File: src/shade_pkg.sv
`default_nettype none

package shade_pkg;

    // signed vertex coordinate and the difference of two of them
    localparam int COORD_W = 12;
    localparam int EDGE_W = 13;

    // cross product component, also the multiplier operand width
    localparam int NORM_W = 27;
    localparam int PROD_W = 54;

    // room for the sum of three squared components
    localparam int MAG_W = 56;

    // grant to response in the shared multiplier
    localparam int MULT_LAT = 3;

    // light at (0, 0, -1), so the dot product with the normal is -nz.
    // only its square enters the cosine, and a negative nz marks a back face.
    // cos^2 is scaled by 16 before it becomes a table index
    localparam int COS_SCALE_LOG2 = 4;
    localparam int INDEX_W = 4;

    typedef logic signed [COORD_W-1:0] coord_t;

    typedef struct packed {
        coord_t x;
        coord_t y;
        coord_t z;
    } vertex_t;

    // vertex 0 sits at index 0
    typedef vertex_t [2:0] triangle_t;

    typedef logic signed [NORM_W-1:0] norm_t;
    typedef logic signed [PROD_W-1:0] prod_t;
    typedef logic [MAG_W-1:0] mag_t;
    typedef logic [7:0] color_t;

    // tag carried beside each product in the multiplier pipeline
    typedef enum logic {
        REQ_NORM = 1'b0,
        REQ_MAG  = 1'b1
    } req_id_t;

    localparam color_t COLOR_BACK = 8'd255;

    // grey level by floor(16 * cos^2), brightest entry saturates at 255
    localparam color_t COLOR_TABLE [2**INDEX_W] = '{
        8'd0,   8'd20,  8'd40,  8'd60,  8'd78,  8'd96,  8'd114, 8'd130,
        8'd146, 8'd162, 8'd178, 8'd194, 8'd210, 8'd226, 8'd242, 8'd255
    };

endpackage

`default_nettype wire

File: src/shade_ifs.sv
`default_nettype none

// one instance per requester of the shared multiplier
interface mult_if;
    import shade_pkg::*;

    // req is held until grant, grant marks the cycle the operands are taken
    logic  req;
    norm_t a;
    norm_t b;
    logic  grant;
    // pulses MULT_LAT cycles after the matching grant
    logic  rsp_valid;
    prod_t product;

    modport requester (
        output req, a, b,
        input  grant, rsp_valid, product
    );

    modport arbiter (
        input  req, a, b,
        output grant, rsp_valid, product
    );
endinterface

// normal vector from normal_unit to magnitude_unit
interface normal_if;
    import shade_pkg::*;

    // valid holds with the data until a cycle with busy low
    logic  valid;
    norm_t nx;
    norm_t ny;
    norm_t nz;
    logic  busy;

    modport source (output valid, nx, ny, nz, input busy);
    modport sink   (input valid, nx, ny, nz, output busy);
endinterface

// z component and squared magnitude from magnitude_unit to shade_color
interface ratio_if;
    import shade_pkg::*;

    // same hand-over rule as normal_if
    logic  valid;
    norm_t nz;
    mag_t  mag;
    logic  busy;

    modport source (output valid, nz, mag, input busy);
    modport sink   (input valid, nz, mag, output busy);
endinterface

`default_nettype wire

File: src/mult_arbiter.sv
`default_nettype none

module mult_arbiter (
    input  logic     clk,
    input  logic     rst_in,
    mult_if.arbiter  norm_port,
    mult_if.arbiter  mag_port
);
    import shade_pkg::*;

    logic                take_mag;
    logic                take_norm;
    req_id_t             take_id;
    norm_t               a_q;
    norm_t               b_q;
    logic [MULT_LAT-1:0] vld_pipe;
    req_id_t             id_pipe [MULT_LAT];
    prod_t               prod_pipe [MULT_LAT-1];

    // the magnitude unit wins since it frees up the normal unit
    assign take_mag  = mag_port.req;
    assign take_norm = norm_port.req && !mag_port.req;
    assign take_id   = take_mag ? REQ_MAG : REQ_NORM;

    assign mag_port.grant  = take_mag;
    assign norm_port.grant = take_norm;

    always_ff @(posedge clk) begin
        if (rst_in) begin
            vld_pipe <= '0;
        end else begin
            vld_pipe <= {vld_pipe[MULT_LAT-2:0], take_mag | take_norm};
        end
    end

    // stage 1 holds the operands and the later stages carry the product
    always_ff @(posedge clk) begin
        a_q <= take_mag ? mag_port.a : norm_port.a;
        b_q <= take_mag ? mag_port.b : norm_port.b;
        id_pipe[0] <= take_id;
        for (int i = 1; i < MULT_LAT; i++) begin
            id_pipe[i] <= id_pipe[i-1];
        end
        prod_pipe[0] <= prod_t'(a_q) * prod_t'(b_q);
        for (int i = 1; i < MULT_LAT - 1; i++) begin
            prod_pipe[i] <= prod_pipe[i-1];
        end
    end

    // both ports see the product and the tag picks who gets the pulse
    assign norm_port.product = prod_pipe[MULT_LAT-2];
    assign mag_port.product  = prod_pipe[MULT_LAT-2];

    assign norm_port.rsp_valid = vld_pipe[MULT_LAT-1]
                                 && (id_pipe[MULT_LAT-1] == REQ_NORM);
    assign mag_port.rsp_valid  = vld_pipe[MULT_LAT-1]
                                 && (id_pipe[MULT_LAT-1] == REQ_MAG);

endmodule

`default_nettype wire

File: src/normal_unit.sv
`default_nettype none

module normal_unit (
    input  logic                 clk,
    input  logic                 rst_in,
    input  logic                 data_valid_in,
    input  shade_pkg::triangle_t triangle,
    output logic                 ready,
    mult_if.requester            mul,
    normal_if.source             out_port
);
    import shade_pkg::*;

    logic signed [EDGE_W-1:0] u_edge [3];
    logic signed [EDGE_W-1:0] w_edge [3];
    logic signed [EDGE_W-1:0] u_r [3];
    logic signed [EDGE_W-1:0] w_r [3];
    norm_t                    n_r [3];
    norm_t                    prod_lo;
    logic [1:0]               n_idx;
    logic                     busy_r;
    logic                     done_r;
    logic [2:0]               issue_cnt;
    logic [2:0]               ret_cnt;
    logic                     accept;

    // u = v1 - v0 and w = v2 - v0
    assign u_edge[0] = EDGE_W'(triangle[1].x) - EDGE_W'(triangle[0].x);
    assign u_edge[1] = EDGE_W'(triangle[1].y) - EDGE_W'(triangle[0].y);
    assign u_edge[2] = EDGE_W'(triangle[1].z) - EDGE_W'(triangle[0].z);
    assign w_edge[0] = EDGE_W'(triangle[2].x) - EDGE_W'(triangle[0].x);
    assign w_edge[1] = EDGE_W'(triangle[2].y) - EDGE_W'(triangle[0].y);
    assign w_edge[2] = EDGE_W'(triangle[2].z) - EDGE_W'(triangle[0].z);

    assign ready  = !busy_r;
    assign accept = data_valid_in && !busy_r;

    // six products in pairs that make nx, ny and nz
    assign mul.req = busy_r && (issue_cnt != 3'd6);

    always_comb begin
        case (issue_cnt)
            3'd0: begin
                mul.a = norm_t'(u_r[1]);
                mul.b = norm_t'(w_r[2]);
            end
            3'd1: begin
                mul.a = norm_t'(u_r[2]);
                mul.b = norm_t'(w_r[1]);
            end
            3'd2: begin
                mul.a = norm_t'(u_r[2]);
                mul.b = norm_t'(w_r[0]);
            end
            3'd3: begin
                mul.a = norm_t'(u_r[0]);
                mul.b = norm_t'(w_r[2]);
            end
            3'd4: begin
                mul.a = norm_t'(u_r[0]);
                mul.b = norm_t'(w_r[1]);
            end
            default: begin
                mul.a = norm_t'(u_r[1]);
                mul.b = norm_t'(w_r[0]);
            end
        endcase
    end

    always_ff @(posedge clk) begin
        if (rst_in) begin
            busy_r    <= 1'b0;
            done_r    <= 1'b0;
            issue_cnt <= '0;
            ret_cnt   <= '0;
        end else begin
            if (accept) begin
                busy_r    <= 1'b1;
                issue_cnt <= '0;
                ret_cnt   <= '0;
            end
            if (mul.grant) begin
                issue_cnt <= issue_cnt + 3'd1;
            end
            if (mul.rsp_valid) begin
                ret_cnt <= ret_cnt + 3'd1;
                if (ret_cnt == 3'd5) begin
                    done_r <= 1'b1;
                end
            end
            // hand-over to the magnitude unit frees us for the next triangle
            if (done_r && !out_port.busy) begin
                busy_r <= 1'b0;
                done_r <= 1'b0;
            end
        end
    end

    // products fit in NORM_W bits
    assign prod_lo = mul.product[NORM_W-1:0];
    assign n_idx   = ret_cnt[2:1];

    always_ff @(posedge clk) begin
        if (accept) begin
            u_r <= u_edge;
            w_r <= w_edge;
        end
        // even returns start a component and odd ones subtract
        if (mul.rsp_valid) begin
            if (!ret_cnt[0]) begin
                n_r[n_idx] <= prod_lo;
            end else begin
                n_r[n_idx] <= n_r[n_idx] - prod_lo;
            end
        end
    end

    assign out_port.valid = done_r;
    assign out_port.nx    = n_r[0];
    assign out_port.ny    = n_r[1];
    assign out_port.nz    = n_r[2];

endmodule

`default_nettype wire

File: src/magnitude_unit.sv
`default_nettype none

module magnitude_unit (
    input  logic      clk,
    input  logic      rst_in,
    normal_if.sink    in_port,
    mult_if.requester mul,
    ratio_if.source   out_port
);
    import shade_pkg::*;

    norm_t      n_r [3];
    norm_t      sq_op;
    mag_t       mag_acc;
    logic       busy_r;
    logic       done_r;
    logic [1:0] issue_cnt;
    logic [1:0] ret_cnt;
    logic       accept;

    assign accept       = in_port.valid && !busy_r;
    assign in_port.busy = busy_r;

    // nx^2, ny^2, nz^2 back to back
    assign mul.req = busy_r && (issue_cnt != 2'd3);

    always_comb begin
        case (issue_cnt)
            2'd0:    sq_op = n_r[0];
            2'd1:    sq_op = n_r[1];
            default: sq_op = n_r[2];
        endcase
    end

    assign mul.a = sq_op;
    assign mul.b = sq_op;

    always_ff @(posedge clk) begin
        if (rst_in) begin
            busy_r    <= 1'b0;
            done_r    <= 1'b0;
            issue_cnt <= '0;
            ret_cnt   <= '0;
        end else begin
            if (accept) begin
                busy_r    <= 1'b1;
                issue_cnt <= '0;
                ret_cnt   <= '0;
            end
            if (mul.grant) begin
                issue_cnt <= issue_cnt + 2'd1;
            end
            if (mul.rsp_valid) begin
                ret_cnt <= ret_cnt + 2'd1;
                if (ret_cnt == 2'd2) begin
                    done_r <= 1'b1;
                end
            end
            if (done_r && !out_port.busy) begin
                busy_r <= 1'b0;
                done_r <= 1'b0;
            end
        end
    end

    // squares are never negative, so widen without sign
    always_ff @(posedge clk) begin
        if (accept) begin
            n_r[0]  <= in_port.nx;
            n_r[1]  <= in_port.ny;
            n_r[2]  <= in_port.nz;
            mag_acc <= '0;
        end else if (mul.rsp_valid) begin
            mag_acc <= mag_acc + MAG_W'($unsigned(mul.product));
        end
    end

    // nz rides along for the cosine and the facing test
    assign out_port.valid = done_r;
    assign out_port.nz    = n_r[2];
    assign out_port.mag   = mag_acc;

endmodule

`default_nettype wire

File: src/shade_color.sv
`default_nettype none

module shade_color (
    input  logic              clk,
    input  logic              rst_in,
    ratio_if.sink             in_port,
    output logic              valid_out,
    output shade_pkg::color_t color_out
);
    import shade_pkg::*;

    norm_t                      nz_r;
    mag_t                       mag_r;
    logic                       busy_r;
    logic [2:0]                 step;
    logic [2:0]                 bit_idx;
    logic [INDEX_W:0]           quo;
    logic [NORM_W-1:0]          nz_abs;
    logic [PROD_W-1:0]          nz_sq;
    logic [MAG_W+INDEX_W:0]     rem;
    logic [MAG_W+INDEX_W:0]     rem_cur;
    logic [MAG_W+INDEX_W:0]     div_shift;
    logic                       fits;
    logic                       dividing;
    logic                       last;
    logic [INDEX_W-1:0]         index;
    color_t                     color_next;

    // unsigned square by shift and add
    function automatic logic [PROD_W-1:0] square_u(input logic [NORM_W-1:0] v);
        logic [PROD_W-1:0] acc;
        acc = '0;
        for (int i = 0; i < NORM_W; i++) begin
            if (v[i]) begin
                acc = acc + (PROD_W'(v) << i);
            end
        end
        return acc;
    endfunction

    assign in_port.busy = busy_r;

    // steps 0..INDEX_W divide, the step after that emits the colour
    assign dividing = busy_r && (step <= 3'(INDEX_W));
    assign last     = busy_r && (step == 3'(INDEX_W + 1));
    assign bit_idx  = 3'(INDEX_W) - step;

    // numerator 16 * nz^2 only enters in the first step
    assign nz_abs    = nz_r[NORM_W-1] ? -nz_r : nz_r;
    assign nz_sq     = square_u(nz_abs);
    assign rem_cur   = (step == 3'd0) ? ((MAG_W + INDEX_W + 1)'(nz_sq) << COS_SCALE_LOG2)
                                      : rem;
    assign div_shift = (MAG_W + INDEX_W + 1)'(mag_r) << bit_idx;
    assign fits      = rem_cur >= div_shift;

    // cos^2 cannot exceed 1, but 16/16 lands one past the table
    assign index = quo[INDEX_W] ? '1 : quo[INDEX_W-1:0];

    always_comb begin
        if (nz_r[NORM_W-1]) begin
            color_next = COLOR_BACK;
        end else if (mag_r == '0) begin
            // zero normal, nothing to light
            color_next = '0;
        end else begin
            color_next = COLOR_TABLE[index];
        end
    end

    always_ff @(posedge clk) begin
        if (rst_in) begin
            busy_r    <= 1'b0;
            step      <= '0;
            valid_out <= 1'b0;
        end else begin
            valid_out <= 1'b0;
            if (in_port.valid && !busy_r) begin
                busy_r <= 1'b1;
                step   <= '0;
            end
            if (dividing) begin
                step <= step + 3'd1;
            end
            if (last) begin
                busy_r    <= 1'b0;
                valid_out <= 1'b1;
            end
        end
    end

    always_ff @(posedge clk) begin
        if (in_port.valid && !busy_r) begin
            nz_r  <= in_port.nz;
            mag_r <= in_port.mag;
        end
        // one restoring step per quotient bit, msb first
        if (dividing) begin
            rem          <= fits ? rem_cur - div_shift : rem_cur;
            quo[bit_idx] <= fits;
        end
        if (last) begin
            color_out <= color_next;
        end
    end

endmodule

`default_nettype wire

File: src/pixel_shader.sv
`default_nettype none

module pixel_shader (
    input  logic                 clk,
    input  logic                 rst_in,
    input  logic                 data_valid_in,
    input  shade_pkg::triangle_t triangle,
    output logic                 ready,
    output logic                 valid_out,
    output shade_pkg::color_t    color_out
);

    // one multiplier link per requester
    mult_if   norm_mul ();
    mult_if   mag_mul ();
    normal_if normal_link ();
    ratio_if  ratio_link ();

    mult_arbiter mult_arbiter_inst (
        .clk       (clk),
        .rst_in    (rst_in),
        .norm_port (norm_mul.arbiter),
        .mag_port  (mag_mul.arbiter)
    );

    // edges and cross product
    normal_unit normal_unit_inst (
        .clk           (clk),
        .rst_in        (rst_in),
        .data_valid_in (data_valid_in),
        .triangle      (triangle),
        .ready         (ready),
        .mul           (norm_mul.requester),
        .out_port      (normal_link.source)
    );

    // squared length of the normal
    magnitude_unit magnitude_unit_inst (
        .clk      (clk),
        .rst_in   (rst_in),
        .in_port  (normal_link.sink),
        .mul      (mag_mul.requester),
        .out_port (ratio_link.source)
    );

    // cos^2 by division, then grey level
    shade_color shade_color_inst (
        .clk       (clk),
        .rst_in    (rst_in),
        .in_port   (ratio_link.sink),
        .valid_out (valid_out),
        .color_out (color_out)
    );

endmodule

`default_nettype wire

File: config.mk
export PLATFORM = sky130hd
export DESIGN_NAME = pixel_shader
export DESIGN_NICKNAME = d
export VERILOG_FILES = /design/src/shade_pkg.sv /design/src/shade_ifs.sv /design/src/mult_arbiter.sv /design/src/normal_unit.sv /design/src/magnitude_unit.sv /design/src/shade_color.sv /design/src/pixel_shader.sv
export SDC_FILE = /design/constraint.sdc
export NUM_CORES = 2
export LEC_CHECK = 0
export BUFFER_PORTS_ARGS = -buffer_cell sky130_fd_sc_hd__buf_2
export CAP_MARGIN = 10
export CORE_ASPECT_RATIO = 0.8
export CORE_MARGIN = 8
export CORE_UTILIZATION = 42
export DETAILED_ROUTE_END_ITERATION = 10
export HOLD_SLACK_MARGIN = 0.12
export PLACE_DENSITY = 0.67
export SLEW_MARGIN = 15
export SYNTH_ARGS = -nofsm -noshare
export SYNTH_HDL_FRONTEND = slang
export SYNTH_HIERARCHICAL = 1
export SYNTH_SLANG_ARGS = --single-unit
File: constraint.sdc
create_clock -name clk -period 72.7 [get_ports clk]
set_clock_uncertainty 0.15 [all_clocks]
set_input_delay 14.54 -clock clk [delete_from_list [all_inputs] [get_ports clk]]
set_output_delay 14.54 -clock clk [all_outputs]
set_load 0.01 [all_outputs]
=== Word-level counts from Yosys, hierarchy flattened ===
Memories as Yosys holds them, arrays and structs flattened. A register that Yosys moved wholly into a read port is not among the register bits.
Index checks and enable logic that the tools add are counted.

* Output and inout bits: 10
* Memories kept: 5
* Register bits: 367
* Input bits: 111
* Memory bits (writable): 273
* Word-level logic and storage cells: 190
* ROM bits: 128
* Latch bits: 0

* $add $sub $neg: 42
* Shift operators: 1
* Bitwise logic cells: 4
* Eq/ne operators: 10
* Mux-type cells: 63
* Reduce and logical (&&, ||, !) cells: 33
* Div/mod/pow operators: 0
* $mul: 1
* Magnitude comparators: 5

{| class="wikitable"
|+ Memories
! memory !! depth !! bits a word !! read ports !! clocked after memory_dff !! wr ports !! RTL line !! text
|-
| (name not given) || 16 || 8 || 1 || 0 || 0 || shade_color.sv:66 || <nowiki>color_next = COLOR_TABLE[index];</nowiki>
|-
| mult_arbiter_inst.prod_pipe || 2 || 54 || 2 || 0 || 2 || mult_arbiter.sv:18 || <nowiki>prod_t prod_pipe [MULT_LAT-1];</nowiki>
|-
| magnitude_unit_inst.n_r || 3 || 27 || 3 || 0 || 3 || magnitude_unit.sv:12 || <nowiki>norm_t n_r [3];</nowiki>
|-
| normal_unit_inst.n_r || 3 || 27 || 4 || 1 || 1 || normal_unit.sv:18 || <nowiki>norm_t n_r [3];</nowiki>
|-
| mult_arbiter_inst.id_pipe || 3 || 1 || 3 || 0 || 3 || mult_arbiter.sv:17 || <nowiki>req_id_t id_pipe [MULT_LAT];</nowiki>
|}

{| class="wikitable"
|+ Operators by type and width
! cell !! count
|-
| 54-bit two-way mux || 26
|-
| 27-bit case mux with 2 select lines || 3
|-
| 27-bit two-way mux || 5
|-
| 61-bit two-way mux || 2
|-
| 12-bit by 12-bit subtractor with 13-bit output || 6
|-
| 61-bit greater-or-equal comparator || 1
|-
| 56-bit by 3-bit left shift with 61-bit output || 1
|-
| 61-bit subtractor || 1
|-
| 56-bit by 54-bit adder with 56-bit output || 1
|-
| 56-bit logical NOT || 1
|-
| 54-bit by 28-bit adder with 54-bit output || 1
|-
| 54-bit by 29-bit adder with 54-bit output || 1
|-
| 54-bit by 30-bit adder with 54-bit output || 1
|-
| 54-bit by 31-bit adder with 54-bit output || 1
|-
| 54-bit by 32-bit adder with 54-bit output || 1
|-
| 54-bit by 33-bit adder with 54-bit output || 1
|-
| 54-bit by 34-bit adder with 54-bit output || 1
|-
| 54-bit by 35-bit adder with 54-bit output || 1
|-
| 54-bit by 36-bit adder with 54-bit output || 1
|-
| 54-bit by 37-bit adder with 54-bit output || 1
|-
| 54-bit by 38-bit adder with 54-bit output || 1
|-
| 54-bit by 39-bit adder with 54-bit output || 1
|-
| 54-bit by 40-bit adder with 54-bit output || 1
|-
| 54-bit by 41-bit adder with 54-bit output || 1
|-
| other kinds (46) || 98
|}

=== Longest topological paths before layout ===
* Depth in word-level cells: 58
* Depth in mapped cells: 233
* Gate-level depth less buffers: 228

=== Modules after synthesis ===
Netlist, hierarchy kept.

{| class="wikitable"
|+ Modules (own cells, without submodules)
! module !! times used !! area an instance (sq um) !! cells each !! sequential area each (sq um)
|-
| shade_color || 1 || 52202.6 || 7133 || 4814.6
|-
| mult_arbiter || 1 || 31337.6 || 3284 || 3363.2
|-
| normal_unit || 1 || 12354.3 || 1124 || 5785.5
|-
| magnitude_unit || 1 || 8739.6 || 925 || 3673.5
|}

=== Worst setup path after synthesis ===
No wires, ideal clock.

* Path kind: register to register
* From: register shade_color_inst.nz_r[0] (read register of magnitude_unit_inst.n_r)
* To: register shade_color_inst.rem[2], data pin
* Cell stages (with the launch flop): 204
* Setup slack: 31.573 ns
* Clock period less this slack: 41.127 ns
* Data required time: 72.276 ns
* Setup time: 0.274 ns
* Data arrival time: 40.703 ns
* Buffers on the path: 9
* Cell sequence: edfxtp_1 clkbuf_1 inv_1 clkbuf_1 clkbuf_1 ha_1 nand2_1 a21boi_1 inv_1 clkbuf_1 clkbuf_1 buf_1 ha_1 a31oi_1 o31ai_1 a21oi_1 o21bai_1 a21oi_1 [... 168 more ...] nor2_1 mux2i_1 o22ai_1 a211oi_1 inv_1 ha_1 a21oi_1 nor2b_1 o221a_2 a211oi_1 o31a_1 nor2_1 ha_1 nand3_1 o31ai_1 clkbuf_1 buf_1 a21oi_1

* Longest elaborated chain between the ends: 58

{| class="wikitable"
|+ RTL lines
! item !! RTL line !! text
|-
| start: declaration || shade_color.sv:12 || <nowiki>norm_t nz_r;</nowiki>
|-
| 27-bit negator || shade_color.sv:49 || <nowiki>assign nz_abs = nz_r[NORM_W-1] ? -nz_r : nz_r;</nowiki>
|-
| 27-bit two-way mux (*) || shade_color.sv:49 ||
|-
| 27-bit two-way mux || shade_color.sv:34 || <nowiki>if (v[i]) begin</nowiki>
|-
| 54-bit by 28-bit adder with 54-bit output || shade_color.sv:35 || <nowiki>acc = acc + (PROD_W'(v) << i);</nowiki>
|-
| 54-bit two-way mux || shade_color.sv:34 ||
|-
| 54-bit by 29-bit adder with 54-bit output || shade_color.sv:35 ||
|-
| 54-bit two-way mux || shade_color.sv:34 ||
|-
| 54-bit by 30-bit adder with 54-bit output || shade_color.sv:35 ||
|-
| [... 43 more ...] || -- ||
|-
| 54-bit by 52-bit adder with 54-bit output || shade_color.sv:35 ||
|-
| 54-bit two-way mux || shade_color.sv:34 ||
|-
| 54-bit by 53-bit adder with 54-bit output || shade_color.sv:35 ||
|-
| 54-bit two-way mux (*) || shade_color.sv:34 ||
|-
| 61-bit two-way mux (*) || shade_color.sv:51 || <nowiki>assign rem_cur = (step == 3'd0) ? ((MAG_W + INDEX_W + 1)'(nz_sq) << COS_SCALE_LOG2)</nowiki>
|-
| 61-bit greater-or-equal comparator (*) || shade_color.sv:54 || <nowiki>assign fits = rem_cur >= div_shift;</nowiki>
|-
| named net shade_color_inst.fits || shade_color.sv:23 || <nowiki>logic fits;</nowiki>
|-
| 61-bit two-way mux (*) || shade_color.sv:98 || <nowiki>rem <= fits ? rem_cur - div_shift : rem_cur;</nowiki>
|-
| end signal: assignment || shade_color.sv:98 ||
|-
| end: declaration || shade_color.sv:20 || <nowiki>logic [MAG_W+INDEX_W:0] rem;</nowiki>
|}

The timed path passes the listed nets; every way through them passes the cells marked *.
A chain may end at the register's enable or synchronous reset.

=== Worst setup path in the final report ===
* From: register shade_color_inst.nz_r[0] (read register of magnitude_unit_inst.n_r)
* To: register shade_color_inst.rem[54], data pin

* Longest elaborated chain between the ends: 58
* Elaborated cells on any way between the ends: 59
* Those cells by class: add/sub: 28; order compare: 1; mux: 30

{| class="wikitable"
|+ RTL lines
! item !! RTL line
|-
| 27-bit negator || shade_color.sv:49
|-
| 27-bit two-way mux (*) || shade_color.sv:49
|-
| 27-bit two-way mux || shade_color.sv:34
|-
| 54-bit by 28-bit adder with 54-bit output || shade_color.sv:35
|-
| 54-bit two-way mux || shade_color.sv:34
|-
| 54-bit by 29-bit adder with 54-bit output || shade_color.sv:35
|-
| 54-bit two-way mux || shade_color.sv:34
|-
| 54-bit by 30-bit adder with 54-bit output || shade_color.sv:35
|-
| [... 42 more ...] || --
|-
| 54-bit two-way mux || shade_color.sv:34
|-
| 54-bit by 52-bit adder with 54-bit output || shade_color.sv:35
|-
| 54-bit two-way mux || shade_color.sv:34
|-
| 54-bit by 53-bit adder with 54-bit output || shade_color.sv:35
|-
| 54-bit two-way mux (*) || shade_color.sv:34
|-
| 61-bit two-way mux (*) || shade_color.sv:51
|-
| 61-bit subtractor or 61-bit greater-or-equal comparator (tied branches) || shade_color.sv:98, shade_color.sv:54
|-
| 61-bit two-way mux (*) || shade_color.sv:98
|}

Every way passes the cells marked *; elsewhere a longest branch is shown, timed or not.

==> flow_summary.json <==
{
  "slew_headroom": 0.181,
  "period_needed_ps": 46380,
  "hold_depth": 0,
  "rsz0062_at_grt": "no",
  "crit_path_start_kind": "flip-flop",
  "rr_endpoint": "shade_color_inst/rem[54]",
  "path_max_fanout": 41,
  "final_common_cell": "inv_1",
  "ant_nets": 0,
  "die_h_um": 462,
  "hold_buffers": 0,
  "holdPathEnd": "mult_arbiter_inst/prod_pipe[0][80]",
  "drive_gt1_frac": 0.0708,
  "slowest_delay_ps": 790,
  "tightest_slew_ps": 1220,
  "cts_resized": 0,
  "worstPathRequired_ps": 72950,
  "ff2ff_path_depth": 215,
  "ios": 121,
  "ff2ff_setup_slack_ps": 26320,
  "drt_wl_total_um": 304000,
  "clockBufferDepth": 3,
  "core_area_um2": 247000,
  "hold_start": "mult_arbiter_inst/prod_pipe[0][26]",
  "dr_total_vias": 88100,
  "gp_congestion": 0.950,
  "grt.total_usage": 0.223,
  "layout.nets": 14100,
  "hold_class": "flip-flop to flip-flop",
  "drt_iter0_markers": 7372,
  "netlist_area_um2": 104000,
  "cts.htree.levels": 3,
  "setup_violations": 0,
  "cp_slowest_cell": "o311ai_0",
  "critPathLaunch": "shade_color_inst/nz_r[0]",
  "ys_warn_count": 6,
  "clock_latency_ps": 660,
  "nFillCells": 24200,
  "postSynthCellCount": 12400,
  "postCtsSetupRepairBufs": 0,
  "final_cell_mix": "inv_1, nand2_1, ha_1, a21oi_1, nor2_1",
  "syn_to_final_growth_pct": 5.28,
  "status": "complete, no violations",
  "grt_overflow_total": 0,
  "rows": 163,
  "maxSlewViolCount": 0,
  "die_area_um2": 265000,
  "path_class": "flip-flop to flip-flop",
  "register_area_um2": 17600,
  "timing.final.crit_share": 0.638,
  "syn_nets": 14400,
  "grt_max_degree": 81,
  "fmax_ghz": 0.0216,
  "via_per_inst": 5.68,
  "cts_tree": "yes",
  "cts.sinks": 669,
  "dr.pass1.iters": 6,
  "grt_pass1_wl_um": 479000,
  "drc": 0,
  "crit_top_cell": "ha_1",
  "routedWlPerCell_um": 19.6,
  "finalSetupTns_ps": 0,
  "multi_input_area_um2": 78900,
  "hpwl_um": 237000,
  "die_w_um": 574,
  "syn_avg_cell_area_um2": 8.40,
  "maxCapViolations": 0,
  "initial_core_util": 0.423,
  "r2r_start": "shade_color_inst/nz_r[0]",
  "cp-end-kind": "flip-flop",
  "first_global_vias": 84400,
  "cts_made_buffers": 67,
  "portBuffers": 120,
  "antenna_found_initial": 9,
  "clkSlewWorstSetupHoldPaths_ps": 70,
  "hold_viol": 0,
  "cts-root-buf": "clkbuf_16",
  "crit_arrival_ps": 46640
}
[stage by stage]
| step | hold slack, ps | cell area (um^2) | setup WS (ps) | utilization | std cells |
|---|---|---|---|---|---|
| finish | 150 | 110000 | 26320 | 0.445 | 15500 |
| global route | 165 | 110000 | 22550 | 0.445 | 15500 |
| CTS | 154 | 110000 | 27120 | 0.445 | 15500 |
| detailed placement | 162 | 108000 | 27370 | 0.436 | 15400 |
| global placement | 160 | 108000 | 28200 | 0.436 | 15400 |
| floorplan | 160 | 104000 | 31570 | - | 12400 |
[critical path: cells and delay by family, from the launching register on]
| kind | cells | cell delay [ps] |
|---|---|---|
| flip-flops | 1 | 320 |
| multiplexers | 3 | 570 |
| AO/OA/AOI/OAI | 90 | 19450 |
| adder cells (fa/ha/maj) | 28 | 9900 |
| XOR/XNOR | 12 | 1770 |
| AND/OR/NAND/NOR | 66 | 10550 |
| buffers and inverters | 16 | 3380 |
[metal layers]
metal,share of wire,vias up,track usage
met1,0.47,42300,0.321
li1,-,42600,-
met5,0.000086,-,0
met4,0.023,4,0.0498
met3,0.083,348,0.0459
met2,0.42,2910,0.344
[state kept, by name, indices dropped and copies added (netlist names), 39 cells and up, named ones only]
name	count
normal_unit_inst/n_r	108
shade_color_inst/mag_r	56
shade_color_inst/rem	60
mult_arbiter_inst/prod_pipe	108
normal_unit_inst/u_r	39
normal_unit_inst/w_r	39
magnitude_unit_inst/n_r	81
magnitude_unit_inst/out_port.mag	56
[how the worst max path moves through the flow]
| stage | end | slack, ps | cells after the start |
|---|---|---|---|
| floorplan | shade_color_inst/rem[2] | 31570 | 203 |
| global placement | shade_color_inst/rem[54] | 28200 | 211 |
| detailed placement | shade_color_inst/rem[54] | 27370 | 210 |
| CTS | shade_color_inst/rem[54] | 27120 | 215 |
| global route | shade_color_inst/rem[54] | 22550 | 216 |
| finish | shade_color_inst/rem[54] | 26320 | 215 |
[final cells by class]
cell class | instances | share of cell area
repair buffers | 268 | 0.0156
inverters | 1399 | 0.0478
clock inverters | 35 | 0.00386
multi-input cells | 9748 | 0.717
flip-flops and latches | 669 | 0.161
well taps | 3300 | 0.0376
diodes | 4 | 0.0000910
clock buffers | 89 | 0.0171
Power is not shown: default switching activity piles up to over one toggle a cycle in this logic, so the estimate is an artifact.
